### src/hw/ringPkg.sv
package ringPkg;

   // Bus widths
   typedef logic [63:0]  axiAddrT;
   typedef logic [127:0] axiDataT;
   typedef logic [1:0]   axiRespT;

   // Buffer entries and Wishbone register data share one width
   typedef logic [31:0]  entryT;
   typedef logic [5:0]   wbAddrT;

   // Eight ring slots
   typedef logic [2:0]   slotIdxT;

   localparam axiRespT RespOkay = 2'b00;

   // Slot field position in pointer words and in ring addresses
   localparam int SlotLsb = 12;

   // Byte step between 128-bit ring entries
   localparam axiAddrT EntryStride = 64'h10;

   // Last entry of a slot
   localparam entryT Terminator = 32'h63;

endpackage

### src/hw/axiReadMaster.sv
`timescale 1ns/1ns

module axiReadMaster (
   input  logic             clk,
   input  logic             rst_n,
   input  logic             rdReq,
   input  ringPkg::axiAddrT rdAddr,
   output logic             rdDone,
   output ringPkg::axiDataT rdData,
   output logic             rdErr,
   output ringPkg::axiAddrT araddr,
   output logic             arvalid,
   input  logic             arready,
   input  ringPkg::axiDataT rdata,
   input  ringPkg::axiRespT rresp,
   input  logic             rvalid,
   output logic             rready
);
   import ringPkg::*;

   typedef enum logic [1:0] {RdIdle, RdAddr, RdData} rdStateT;

   rdStateT state;

   assign arvalid = (state == RdAddr);
   assign rready  = (state == RdData);

   always_ff @(posedge clk or negedge rst_n) begin
      if (!rst_n) begin
         state  <= RdIdle;
         rdDone <= 1'b0;
         rdErr  <= 1'b0;
      end else begin
         rdDone <= 1'b0;
         case (state)
            // rdDone still high means the controller has not dropped rdReq yet
            RdIdle: if (rdReq && !rdDone) state <= RdAddr;
            RdAddr: if (arready) state <= RdData;
            RdData: begin
               if (rvalid) begin
                  rdDone <= 1'b1;
                  rdErr  <= (rresp != RespOkay);
                  state  <= RdIdle;
               end
            end
            default: state <= RdIdle;
         endcase
      end
   end

   always_ff @(posedge clk) begin
      if (state == RdIdle && rdReq) begin
         araddr <= rdAddr;
      end
      if (rvalid && rready) begin
         rdData <= rdata;
      end
   end

endmodule

### src/hw/axiWriteMaster.sv
`timescale 1ns/1ns

module axiWriteMaster (
   input  logic             clk,
   input  logic             rst_n,
   input  logic             wrReq,
   input  ringPkg::axiAddrT wrAddr,
   input  ringPkg::axiDataT wrData,
   output logic             wrDone,
   output logic             wrErr,
   output ringPkg::axiAddrT awaddr,
   output logic             awvalid,
   input  logic             awready,
   output ringPkg::axiDataT wdata,
   output logic [15:0]      wstrb,
   output logic             wvalid,
   input  logic             wready,
   input  ringPkg::axiRespT bresp,
   input  logic             bvalid,
   output logic             bready
);
   import ringPkg::*;

   typedef enum logic [1:0] {WrIdle, WrSend, WrResp} wrStateT;

   wrStateT state;
   logic    awSent;
   logic    wSent;
   logic    awFin;
   logic    wFin;

   // Address and data channels complete in either order
   assign awvalid = (state == WrSend) && !awSent;
   assign wvalid  = (state == WrSend) && !wSent;
   assign bready  = (state == WrResp);
   assign wstrb   = '1;

   assign awFin = awSent || awready;
   assign wFin  = wSent || wready;

   always_ff @(posedge clk or negedge rst_n) begin
      if (!rst_n) begin
         state  <= WrIdle;
         awSent <= 1'b0;
         wSent  <= 1'b0;
         wrDone <= 1'b0;
         wrErr  <= 1'b0;
      end else begin
         wrDone <= 1'b0;
         case (state)
            WrIdle: begin
               if (wrReq && !wrDone) begin
                  awSent <= 1'b0;
                  wSent  <= 1'b0;
                  state  <= WrSend;
               end
            end
            WrSend: begin
               awSent <= awFin;
               wSent  <= wFin;
               if (awFin && wFin) state <= WrResp;
            end
            WrResp: begin
               if (bvalid) begin
                  wrDone <= 1'b1;
                  wrErr  <= (bresp != RespOkay);
                  state  <= WrIdle;
               end
            end
            default: state <= WrIdle;
         endcase
      end
   end

   always_ff @(posedge clk) begin
      if (state == WrIdle && wrReq) begin
         awaddr <= wrAddr;
         wdata  <= wrData;
      end
   end

endmodule

### src/hw/inboundBuffer.sv
`timescale 1ns/1ns

module inboundBuffer #(
   parameter int  BufDepth = 16,
   localparam int IdxW     = $clog2(BufDepth)
) (
   input  logic            clk,
   input  logic            bufWrEn,
   input  logic [IdxW-1:0] bufWrAddr,
   input  ringPkg::entryT  bufWrData,
   input  logic [IdxW-1:0] bufRdAddr,
   output ringPkg::entryT  bufRdData
);
   import ringPkg::*;

   entryT mem [BufDepth];

   always_ff @(posedge clk) begin
      if (bufWrEn) begin
         mem[bufWrAddr] <= bufWrData;
      end
      bufRdData <= mem[bufRdAddr];
   end

endmodule

### src/hw/ringDmaTop.sv
`timescale 1ns/1ns

module ringDmaTop #(
   parameter int BufDepth = 16
) (
   input  logic             clk,
   input  logic             rst_n,
   input  logic             cyc,
   input  logic             stb,
   input  logic             we,
   input  ringPkg::wbAddrT  adr,
   input  ringPkg::entryT   datWr,
   output ringPkg::entryT   datRd,
   output logic             ack,
   output ringPkg::axiAddrT araddr,
   output logic             arvalid,
   input  logic             arready,
   input  ringPkg::axiDataT rdata,
   input  ringPkg::axiRespT rresp,
   input  logic             rvalid,
   output logic             rready,
   output ringPkg::axiAddrT awaddr,
   output logic             awvalid,
   input  logic             awready,
   output ringPkg::axiDataT wdata,
   output logic [15:0]      wstrb,
   output logic             wvalid,
   input  logic             wready,
   input  ringPkg::axiRespT bresp,
   input  logic             bvalid,
   output logic             bready
);
   import ringPkg::*;

   localparam int IdxW = $clog2(BufDepth);
   localparam int CntW = $clog2(BufDepth + 1);

   logic            rdReq;
   axiAddrT         rdAddr;
   logic            rdDone;
   axiDataT         rdData;
   logic            rdErr;
   logic            wrReq;
   axiAddrT         wrAddr;
   axiDataT         wrData;
   logic            wrDone;
   logic            wrErr;
   logic            enable;
   logic            doneFlag;
   entryT           pollPeriod;
   entryT           ringBase;
   entryT           ptrAddr;
   entryT           doorbellAddr;
   logic            setDone;
   logic            setReadErr;
   logic [CntW-1:0] entryCount;
   slotIdxT         consumerSlot;
   logic            bufWrEn;
   logic [IdxW-1:0] bufWrAddr;
   entryT           bufWrData;
   logic [IdxW-1:0] bufRdAddr;
   entryT           bufRdData;

   axiReadMaster uRdMaster (
      .clk     (clk),
      .rst_n   (rst_n),
      .rdReq   (rdReq),
      .rdAddr  (rdAddr),
      .rdDone  (rdDone),
      .rdData  (rdData),
      .rdErr   (rdErr),
      .araddr  (araddr),
      .arvalid (arvalid),
      .arready (arready),
      .rdata   (rdata),
      .rresp   (rresp),
      .rvalid  (rvalid),
      .rready  (rready)
   );

   axiWriteMaster uWrMaster (
      .clk     (clk),
      .rst_n   (rst_n),
      .wrReq   (wrReq),
      .wrAddr  (wrAddr),
      .wrData  (wrData),
      .wrDone  (wrDone),
      .wrErr   (wrErr),
      .awaddr  (awaddr),
      .awvalid (awvalid),
      .awready (awready),
      .wdata   (wdata),
      .wstrb   (wstrb),
      .wvalid  (wvalid),
      .wready  (wready),
      .bresp   (bresp),
      .bvalid  (bvalid),
      .bready  (bready)
   );

   ringFetchCtrl #(.BufDepth(BufDepth)) uCtrl (
      .clk          (clk),
      .rst_n        (rst_n),
      .enable       (enable),
      .doneFlag     (doneFlag),
      .pollPeriod   (pollPeriod),
      .ringBase     (ringBase),
      .ptrAddr      (ptrAddr),
      .doorbellAddr (doorbellAddr),
      .rdReq        (rdReq),
      .rdAddr       (rdAddr),
      .rdDone       (rdDone),
      .rdData       (rdData),
      .rdErr        (rdErr),
      .wrReq        (wrReq),
      .wrAddr       (wrAddr),
      .wrData       (wrData),
      .wrDone       (wrDone),
      .wrErr        (wrErr),
      .bufWrEn      (bufWrEn),
      .bufWrAddr    (bufWrAddr),
      .bufWrData    (bufWrData),
      .setDone      (setDone),
      .setReadErr   (setReadErr),
      .entryCount   (entryCount),
      .consumerSlot (consumerSlot)
   );

   ringRegs #(.BufDepth(BufDepth)) uRegs (
      .clk          (clk),
      .rst_n        (rst_n),
      .cyc          (cyc),
      .stb          (stb),
      .we           (we),
      .adr          (adr),
      .datWr        (datWr),
      .datRd        (datRd),
      .ack          (ack),
      .enable       (enable),
      .pollPeriod   (pollPeriod),
      .ringBase     (ringBase),
      .ptrAddr      (ptrAddr),
      .doorbellAddr (doorbellAddr),
      .doneFlag     (doneFlag),
      .setDone      (setDone),
      .setReadErr   (setReadErr),
      .entryCount   (entryCount),
      .consumerSlot (consumerSlot),
      .bufRdAddr    (bufRdAddr),
      .bufRdData    (bufRdData)
   );

   inboundBuffer #(.BufDepth(BufDepth)) uBuffer (
      .clk       (clk),
      .bufWrEn   (bufWrEn),
      .bufWrAddr (bufWrAddr),
      .bufWrData (bufWrData),
      .bufRdAddr (bufRdAddr),
      .bufRdData (bufRdData)
   );

endmodule

### src/hw/ringFetchCtrl.sv
`timescale 1ns/1ns

module ringFetchCtrl #(
   parameter int  BufDepth = 16,
   localparam int IdxW     = $clog2(BufDepth),
   localparam int CntW     = $clog2(BufDepth + 1)
) (
   input  logic              clk,
   input  logic              rst_n,
   input  logic              enable,
   input  logic              doneFlag,
   input  ringPkg::entryT    pollPeriod,
   input  ringPkg::entryT    ringBase,
   input  ringPkg::entryT    ptrAddr,
   input  ringPkg::entryT    doorbellAddr,
   output logic              rdReq,
   output ringPkg::axiAddrT  rdAddr,
   input  logic              rdDone,
   input  ringPkg::axiDataT  rdData,
   input  logic              rdErr,
   output logic              wrReq,
   output ringPkg::axiAddrT  wrAddr,
   output ringPkg::axiDataT  wrData,
   input  logic              wrDone,
   input  logic              wrErr,
   output logic              bufWrEn,
   output logic [IdxW-1:0]   bufWrAddr,
   output ringPkg::entryT    bufWrData,
   output logic              setDone,
   output logic              setReadErr,
   output logic [CntW-1:0]   entryCount,
   output ringPkg::slotIdxT  consumerSlot
);
   import ringPkg::*;

   typedef enum logic [2:0] {StIdle, StLoadPtr, StFetch, StDoorbell, StDone} ctrlStateT;

   ctrlStateT       state;
   entryT           pollCnt;
   logic [IdxW-1:0] entryIdx;
   slotIdxT         prodSlot;
   slotIdxT         nextSlot;
   logic            lastEntry;

   // Slot address is ring base plus slot in bits 14:12 plus entry offset
   function automatic axiAddrT entryAddr(input logic [IdxW-1:0] idx);
      entryAddr = axiAddrT'(ringBase) + (axiAddrT'(consumerSlot) << SlotLsb)
                + axiAddrT'(idx) * EntryStride;
   endfunction

   assign prodSlot  = slotIdxT'(rdData >> SlotLsb);
   assign nextSlot  = consumerSlot + 3'd1;
   assign lastEntry = (rdData[31:0] == Terminator) || (entryIdx == IdxW'(BufDepth - 1));

   always_ff @(posedge clk or negedge rst_n) begin
      if (!rst_n) begin
         state        <= StIdle;
         pollCnt      <= '0;
         entryIdx     <= '0;
         rdReq        <= 1'b0;
         rdAddr       <= '0;
         wrReq        <= 1'b0;
         wrAddr       <= '0;
         wrData       <= '0;
         bufWrEn      <= 1'b0;
         setDone      <= 1'b0;
         setReadErr   <= 1'b0;
         entryCount   <= '0;
         consumerSlot <= '0;
      end else begin
         bufWrEn    <= 1'b0;
         setDone    <= 1'b0;
         setReadErr <= 1'b0;
         if (state != StIdle) pollCnt <= '0;
         case (state)
            StIdle: begin
               if (!enable || doneFlag) begin
                  pollCnt <= '0;
               end else if (pollCnt >= pollPeriod) begin
                  rdReq  <= 1'b1;
                  rdAddr <= axiAddrT'(ptrAddr);
                  state  <= StLoadPtr;
               end else begin
                  pollCnt <= pollCnt + 1'b1;
               end
            end
            StLoadPtr: begin
               if (rdDone) begin
                  rdReq <= 1'b0;
                  if (rdErr) begin
                     setReadErr <= 1'b1;
                     state      <= StIdle;
                  end else if (prodSlot != consumerSlot) begin
                     entryIdx   <= '0;
                     entryCount <= '0;
                     rdReq      <= 1'b1;
                     rdAddr     <= entryAddr('0);
                     state      <= StFetch;
                  end else begin
                     state <= StIdle;
                  end
               end
            end
            StFetch: begin
               if (rdDone) begin
                  rdReq <= 1'b0;
                  if (rdErr) begin
                     setReadErr <= 1'b1;
                     state      <= StIdle;
                  end else begin
                     bufWrEn    <= 1'b1;
                     bufWrAddr  <= entryIdx;
                     bufWrData  <= rdData[31:0];
                     entryCount <= CntW'(entryIdx + 1);
                     if (lastEntry) begin
                        wrReq  <= 1'b1;
                        wrAddr <= axiAddrT'(doorbellAddr);
                        wrData <= axiDataT'(nextSlot) << SlotLsb;
                        state  <= StDoorbell;
                     end else begin
                        entryIdx <= entryIdx + 1'b1;
                        rdReq    <= 1'b1;
                        rdAddr   <= entryAddr(entryIdx + 1'b1);
                     end
                  end
               end
            end
            StDoorbell: begin
               // On error wrReq stays high and the master reissues the write
               if (wrDone && !wrErr) begin
                  wrReq        <= 1'b0;
                  consumerSlot <= nextSlot;
                  setDone      <= 1'b1;
                  state        <= StDone;
               end
            end
            StDone: begin
               if (!doneFlag && !setDone) state <= StIdle;
            end
            default: state <= StIdle;
         endcase
      end
   end

endmodule

### src/hw/ringRegs.sv
`timescale 1ns/1ns

module ringRegs #(
   parameter int  BufDepth = 16,
   localparam int IdxW     = $clog2(BufDepth),
   localparam int CntW     = $clog2(BufDepth + 1)
) (
   input  logic             clk,
   input  logic             rst_n,
   input  logic             cyc,
   input  logic             stb,
   input  logic             we,
   input  ringPkg::wbAddrT  adr,
   input  ringPkg::entryT   datWr,
   output ringPkg::entryT   datRd,
   output logic             ack,
   output logic             enable,
   output ringPkg::entryT   pollPeriod,
   output ringPkg::entryT   ringBase,
   output ringPkg::entryT   ptrAddr,
   output ringPkg::entryT   doorbellAddr,
   output logic             doneFlag,
   input  logic             setDone,
   input  logic             setReadErr,
   input  logic [CntW-1:0]  entryCount,
   input  ringPkg::slotIdxT consumerSlot,
   output logic [IdxW-1:0]  bufRdAddr,
   input  ringPkg::entryT   bufRdData
);
   import ringPkg::*;

   localparam wbAddrT AdrControl  = 6'd0;
   localparam wbAddrT AdrPoll     = 6'd1;
   localparam wbAddrT AdrRingBase = 6'd2;
   localparam wbAddrT AdrPtr      = 6'd3;
   localparam wbAddrT AdrDoorbell = 6'd4;
   localparam wbAddrT AdrStatus   = 6'd5;

   logic  readErr;
   logic  wrStrobe;
   logic  clrStatus;
   entryT regRd;

   assign wrStrobe  = cyc && stb && we && !ack;
   assign clrStatus = wrStrobe && (adr == AdrStatus);

   // Window address goes straight to the RAM so data arrives with ack
   assign bufRdAddr = adr[IdxW-1:0];
   assign datRd     = adr[5] ? bufRdData : regRd;

   always_comb begin
      case (adr)
         AdrControl:  regRd = {31'b0, enable};
         AdrPoll:     regRd = pollPeriod;
         AdrRingBase: regRd = ringBase;
         AdrPtr:      regRd = ptrAddr;
         AdrDoorbell: regRd = doorbellAddr;
         AdrStatus:   regRd = {13'b0, consumerSlot, 8'(entryCount), 6'b0, readErr, doneFlag};
         default:     regRd = '0;
      endcase
   end

   always_ff @(posedge clk or negedge rst_n) begin
      if (!rst_n) begin
         ack          <= 1'b0;
         enable       <= 1'b0;
         pollPeriod   <= '0;
         ringBase     <= '0;
         ptrAddr      <= '0;
         doorbellAddr <= '0;
         doneFlag     <= 1'b0;
         readErr      <= 1'b0;
      end else begin
         ack <= cyc && stb && !ack;
         if (wrStrobe) begin
            case (adr)
               AdrControl:  enable       <= datWr[0];
               AdrPoll:     pollPeriod   <= datWr;
               AdrRingBase: ringBase     <= datWr;
               AdrPtr:      ptrAddr      <= datWr;
               AdrDoorbell: doorbellAddr <= datWr;
               default: ;
            endcase
         end
         // Set wins over write-1-to-clear
         if (setDone) doneFlag <= 1'b1;
         else if (clrStatus && datWr[0]) doneFlag <= 1'b0;
         if (setReadErr) readErr <= 1'b1;
         else if (clrStatus && datWr[1]) readErr <= 1'b0;
      end
   end

endmodule

### config.mk
export PLATFORM = sky130hd
export DESIGN_NAME = ringDmaTop
export DESIGN_NICKNAME = d
export VERILOG_FILES = /design/src/hw/ringPkg.sv /design/src/hw/axiReadMaster.sv /design/src/hw/axiWriteMaster.sv /design/src/hw/inboundBuffer.sv /design/src/hw/ringDmaTop.sv /design/src/hw/ringFetchCtrl.sv /design/src/hw/ringRegs.sv
export SDC_FILE = /design/constraint.sdc
export NUM_CORES = 1
export LEC_CHECK = 0
export BUFFER_PORTS_ARGS = -buffer_cell sky130_fd_sc_hd__buf_2
export CAP_MARGIN = 20
export CORE_MARGIN = 4
export CORE_UTILIZATION = 60
export CTS_CLUSTER_DIAMETER = 200
export DETAILED_ROUTE_END_ITERATION = 10
export HOLD_SLACK_MARGIN = 0.08
export PLACE_DENSITY = 0.77
export SLEW_MARGIN = 40
export SYNTH_ARGS = -nofsm -noshare
export SYNTH_HDL_FRONTEND = slang
export SYNTH_HIERARCHICAL = 1
export SYNTH_SLANG_ARGS = --single-unit
### constraint.sdc
create_clock -name clk -period 37.3 [get_ports clk]
set_input_delay 3.73 -clock clk [delete_from_list [all_inputs] [get_ports clk]]
set_output_delay 3.73 -clock clk [all_outputs]
set_load 0.01 [all_outputs]
==> results.sh <==
export IMPL_power_density_nw_per_um2=51.8
export IMPL_critical_path_class="in -> out"
export IMPL_worst_setup_path_start_kind="input port"
export IMPL_post_cts_resize_count=0
export IMPL_ant_nets=0
export IMPL_setup_viol=0
export IMPL_io_buffer_count=377
export IMPL_grt_antenna_before_repair=4
export IMPL_dp_hpwl_microns=64500
export IMPL_drt_pre_antenna_iters=6
export IMPL_path_max_fanout=35
export IMPL_cts_buffer_depth=3
export IMPL_cpMaxStageDelayCell="and2_1"
export IMPL_grt_pass1_wl_microns=162000
export IMPL_total_drc_errors_in_the_routed_layout=0
export IMPL_vias_in_the_first_global_route=25900
export IMPL_finish_utilization=0.682
export IMPL_design_portCount=490
export IMPL_die_x_microns=284
export IMPL_timing_critical_path_mode_cell="buf_4"
export IMPL_instances_no_fill=4211
export IMPL_clock_root_buffer="clkbuf_16"
export IMPL_mostFrequentLayoutCells="836 x edfxtp_1, 373 x buf_2, 263 x dfrtp_1, 203 x conb_1, 174 x nand2_1"
export IMPL_mappedNetlistArea_sq_um=45800
export IMPL_place_congestion=0.942
export IMPL_syn_inst_count=2731
export IMPL_dpl_worst_slack_ps=27470
export IMPL_timing_final_crit_period_ps=9750
export IMPL_cts_inserted_buffers=107
export IMPL_final_slew_violations=0
export IMPL_max_slew_margin=0.404
export IMPL_placement_rows=101
export IMPL_cts_tree="yes"
export IMPL_timing_hold_ws_ps=432
export IMPL_syn_to_final_growth_pct=12.8
export IMPL_drive_gt1_frac=0.301
export IMPL_cts_hold_buffers=0
export IMPL_total_leakage_power_nw=20.0
export IMPL_final_nets=3363
export IMPL_clock_latency_ps=680
export IMPL_place_inst=4006
export IMPL_die_y_microns=284
export IMPL_clock_sinks=1131
export IMPL_route_vias_total=25300
export IMPL_cp_required_ps=33570
export IMPL_grt_total_usage=0.267
export IMPL_fmax_ghz=0.103
export IMPL_setup_tns_final_ps=0
export IMPL_max_stage_delay_ps=560
export IMPL_htree_num_levels=3
export IMPL_cap_viol_max_count=0
export IMPL_unrepaired_setup_endpoints_after_global_routing="no"
export IMPL_core_region_area_sq_um=75800
export IMPL_synth_warning_count=6
export IMPL_skew_ps=32.0
export IMPL_vias_per_cell=6.02
export IMPL_post_cts_setup_buffer_count=0
export IMPL_finalWirelength_microns=108000
export IMPL_period_share=0.261
export IMPL_type_of_the_tightest_min_delay_check="reg -> reg"
export IMPL_path_cells="buf_4 -> nor4_4 -> and2_1 -> buf_4 -> a22oi_1 -> nand2_1 -> buf_2"
export IMPL_timing_critical_path_arrival_ps=6020
export IMPL_cp_top_family="simple AND/OR/NAND/NOR gates"
export IMPL_initialDrtViolationCount=3218
export IMPL_largest_net_degree_at_the_start_of_global_routing=113
export IMPL_endpoint_class_of_the_critical_path="output pin"
export IMPL_grt_remaining_overflow=0
export IMPL_fillerInstances=4835
export IMPL_clk_pin_slew_ps=60
export IMPL_die_area_sq_um=80900
export IMPL_path_buf_inv=3
export IMPL_post_route_worst_setup_slack_ps=27550
export IMPL_syn_area_per_cell_sq_um=16.8
export IMPL_floorplan_initialDensity=0.605
export IMPL_worst_slew_pin_transition_ps=893
export IMPL_worst_voltage_drop_across_the_vdd_grid_uv=31.4
export IMPL_outcome="finished, final reports clean"
export IMPL_routedWlPerCell_microns=25.7
export IMPL_most_common_cell_after_layout_fill_and_taps_aside="edfxtp_1"
export IMPL_finalHoldViolations=0
final cells by class:
type                            instances  area (sq um)  share of cell area
Antenna cell                            1          2.50           0.0000484
Tap cell                              978          1220              0.0237
Clock buffer                          137          2880              0.0557
Multi-Input combinational cell       1414         12000               0.233
Timing Repair Buffer                  423          2350              0.0455
Sequential cell                      1131         32300               0.625
Clock inverter                         65           677              0.0131
Inverter                               62           233             0.00450
metal layers:
layer | vias to the layer above | routed length (microns) | part of all wire | track usage
met4 | 0 | 3810 | 0.035 | 0.0956
li1 | 10900 | - | - | -
met1 | 12800 | 40400 | 0.37 | 0.361
met2 | 1422 | 54100 | 0.50 | 0.445
met5 | - | 0 | 0 | 0
met3 | 264 | 9880 | 0.091 | 0.0435
worst paths after layout:
path                                                    from                       endpoint  slack (ps)  cells after the start
max                                                   adr[5]                      datRd[12]       27550                      7
min                              uCtrl/wrAddr[4]$_DFFE_PN0P_  uWrMaster/awaddr[4]$_DFFE_PP_         430                      0
max reg2reg                uCtrl/consumerSlot[0]$_DFFE_PN0P_   uCtrl/rdAddr[29]$_DFFE_PN0P_       33200                     10
min reg2reg                      uCtrl/wrAddr[4]$_DFFE_PN0P_  uWrMaster/awaddr[4]$_DFFE_PP_         430                      0
max in group asynchronous                              rst_n        uCtrl/wrReq$_DFFE_PN0P_       32650                      3
min in group asynchronous                              rst_n   uCtrl/wrAddr[13]$_DFFE_PN0P_        3030                      1
power breakdown:
| group | internal, mW | switching, mW |
|---|---|---|
| combinational | 0.0619 | 0.112 |
| clock | 0.626 | 0.466 |
| sequential | 1.39 | 0.0253 |
registers in the layout, summed over array words and instances, names as in the netlist, 34 cells and up:
register	flops
uWrMaster/awaddr	64
uRdMaster/araddr	64
uCtrl/rdAddr	34
uWrMaster/wdata	128
uBuffer/mem	512
through the flow:
step                power, mW  instance area [sq um]
finish                   2.68                  51700
global route             2.77                  51700
CTS                      2.69                  51700
detailed placement       1.61                  48100
global placement         1.60                  48000
floorplan                1.55                  46600
worst register-to-register path, stage by stage, from the launching register on:
cell       delay, ps
dfrtp_1          570
ha_1             380
fa_1             550
a2111oi_2        480
o311ai_0         220
o311a_1          180
nor3_2           590
nor4b_2          360
xnor2_1           90
a221oi_1         430
o21ai_1          110
Power figures use the tool's default switching activity.
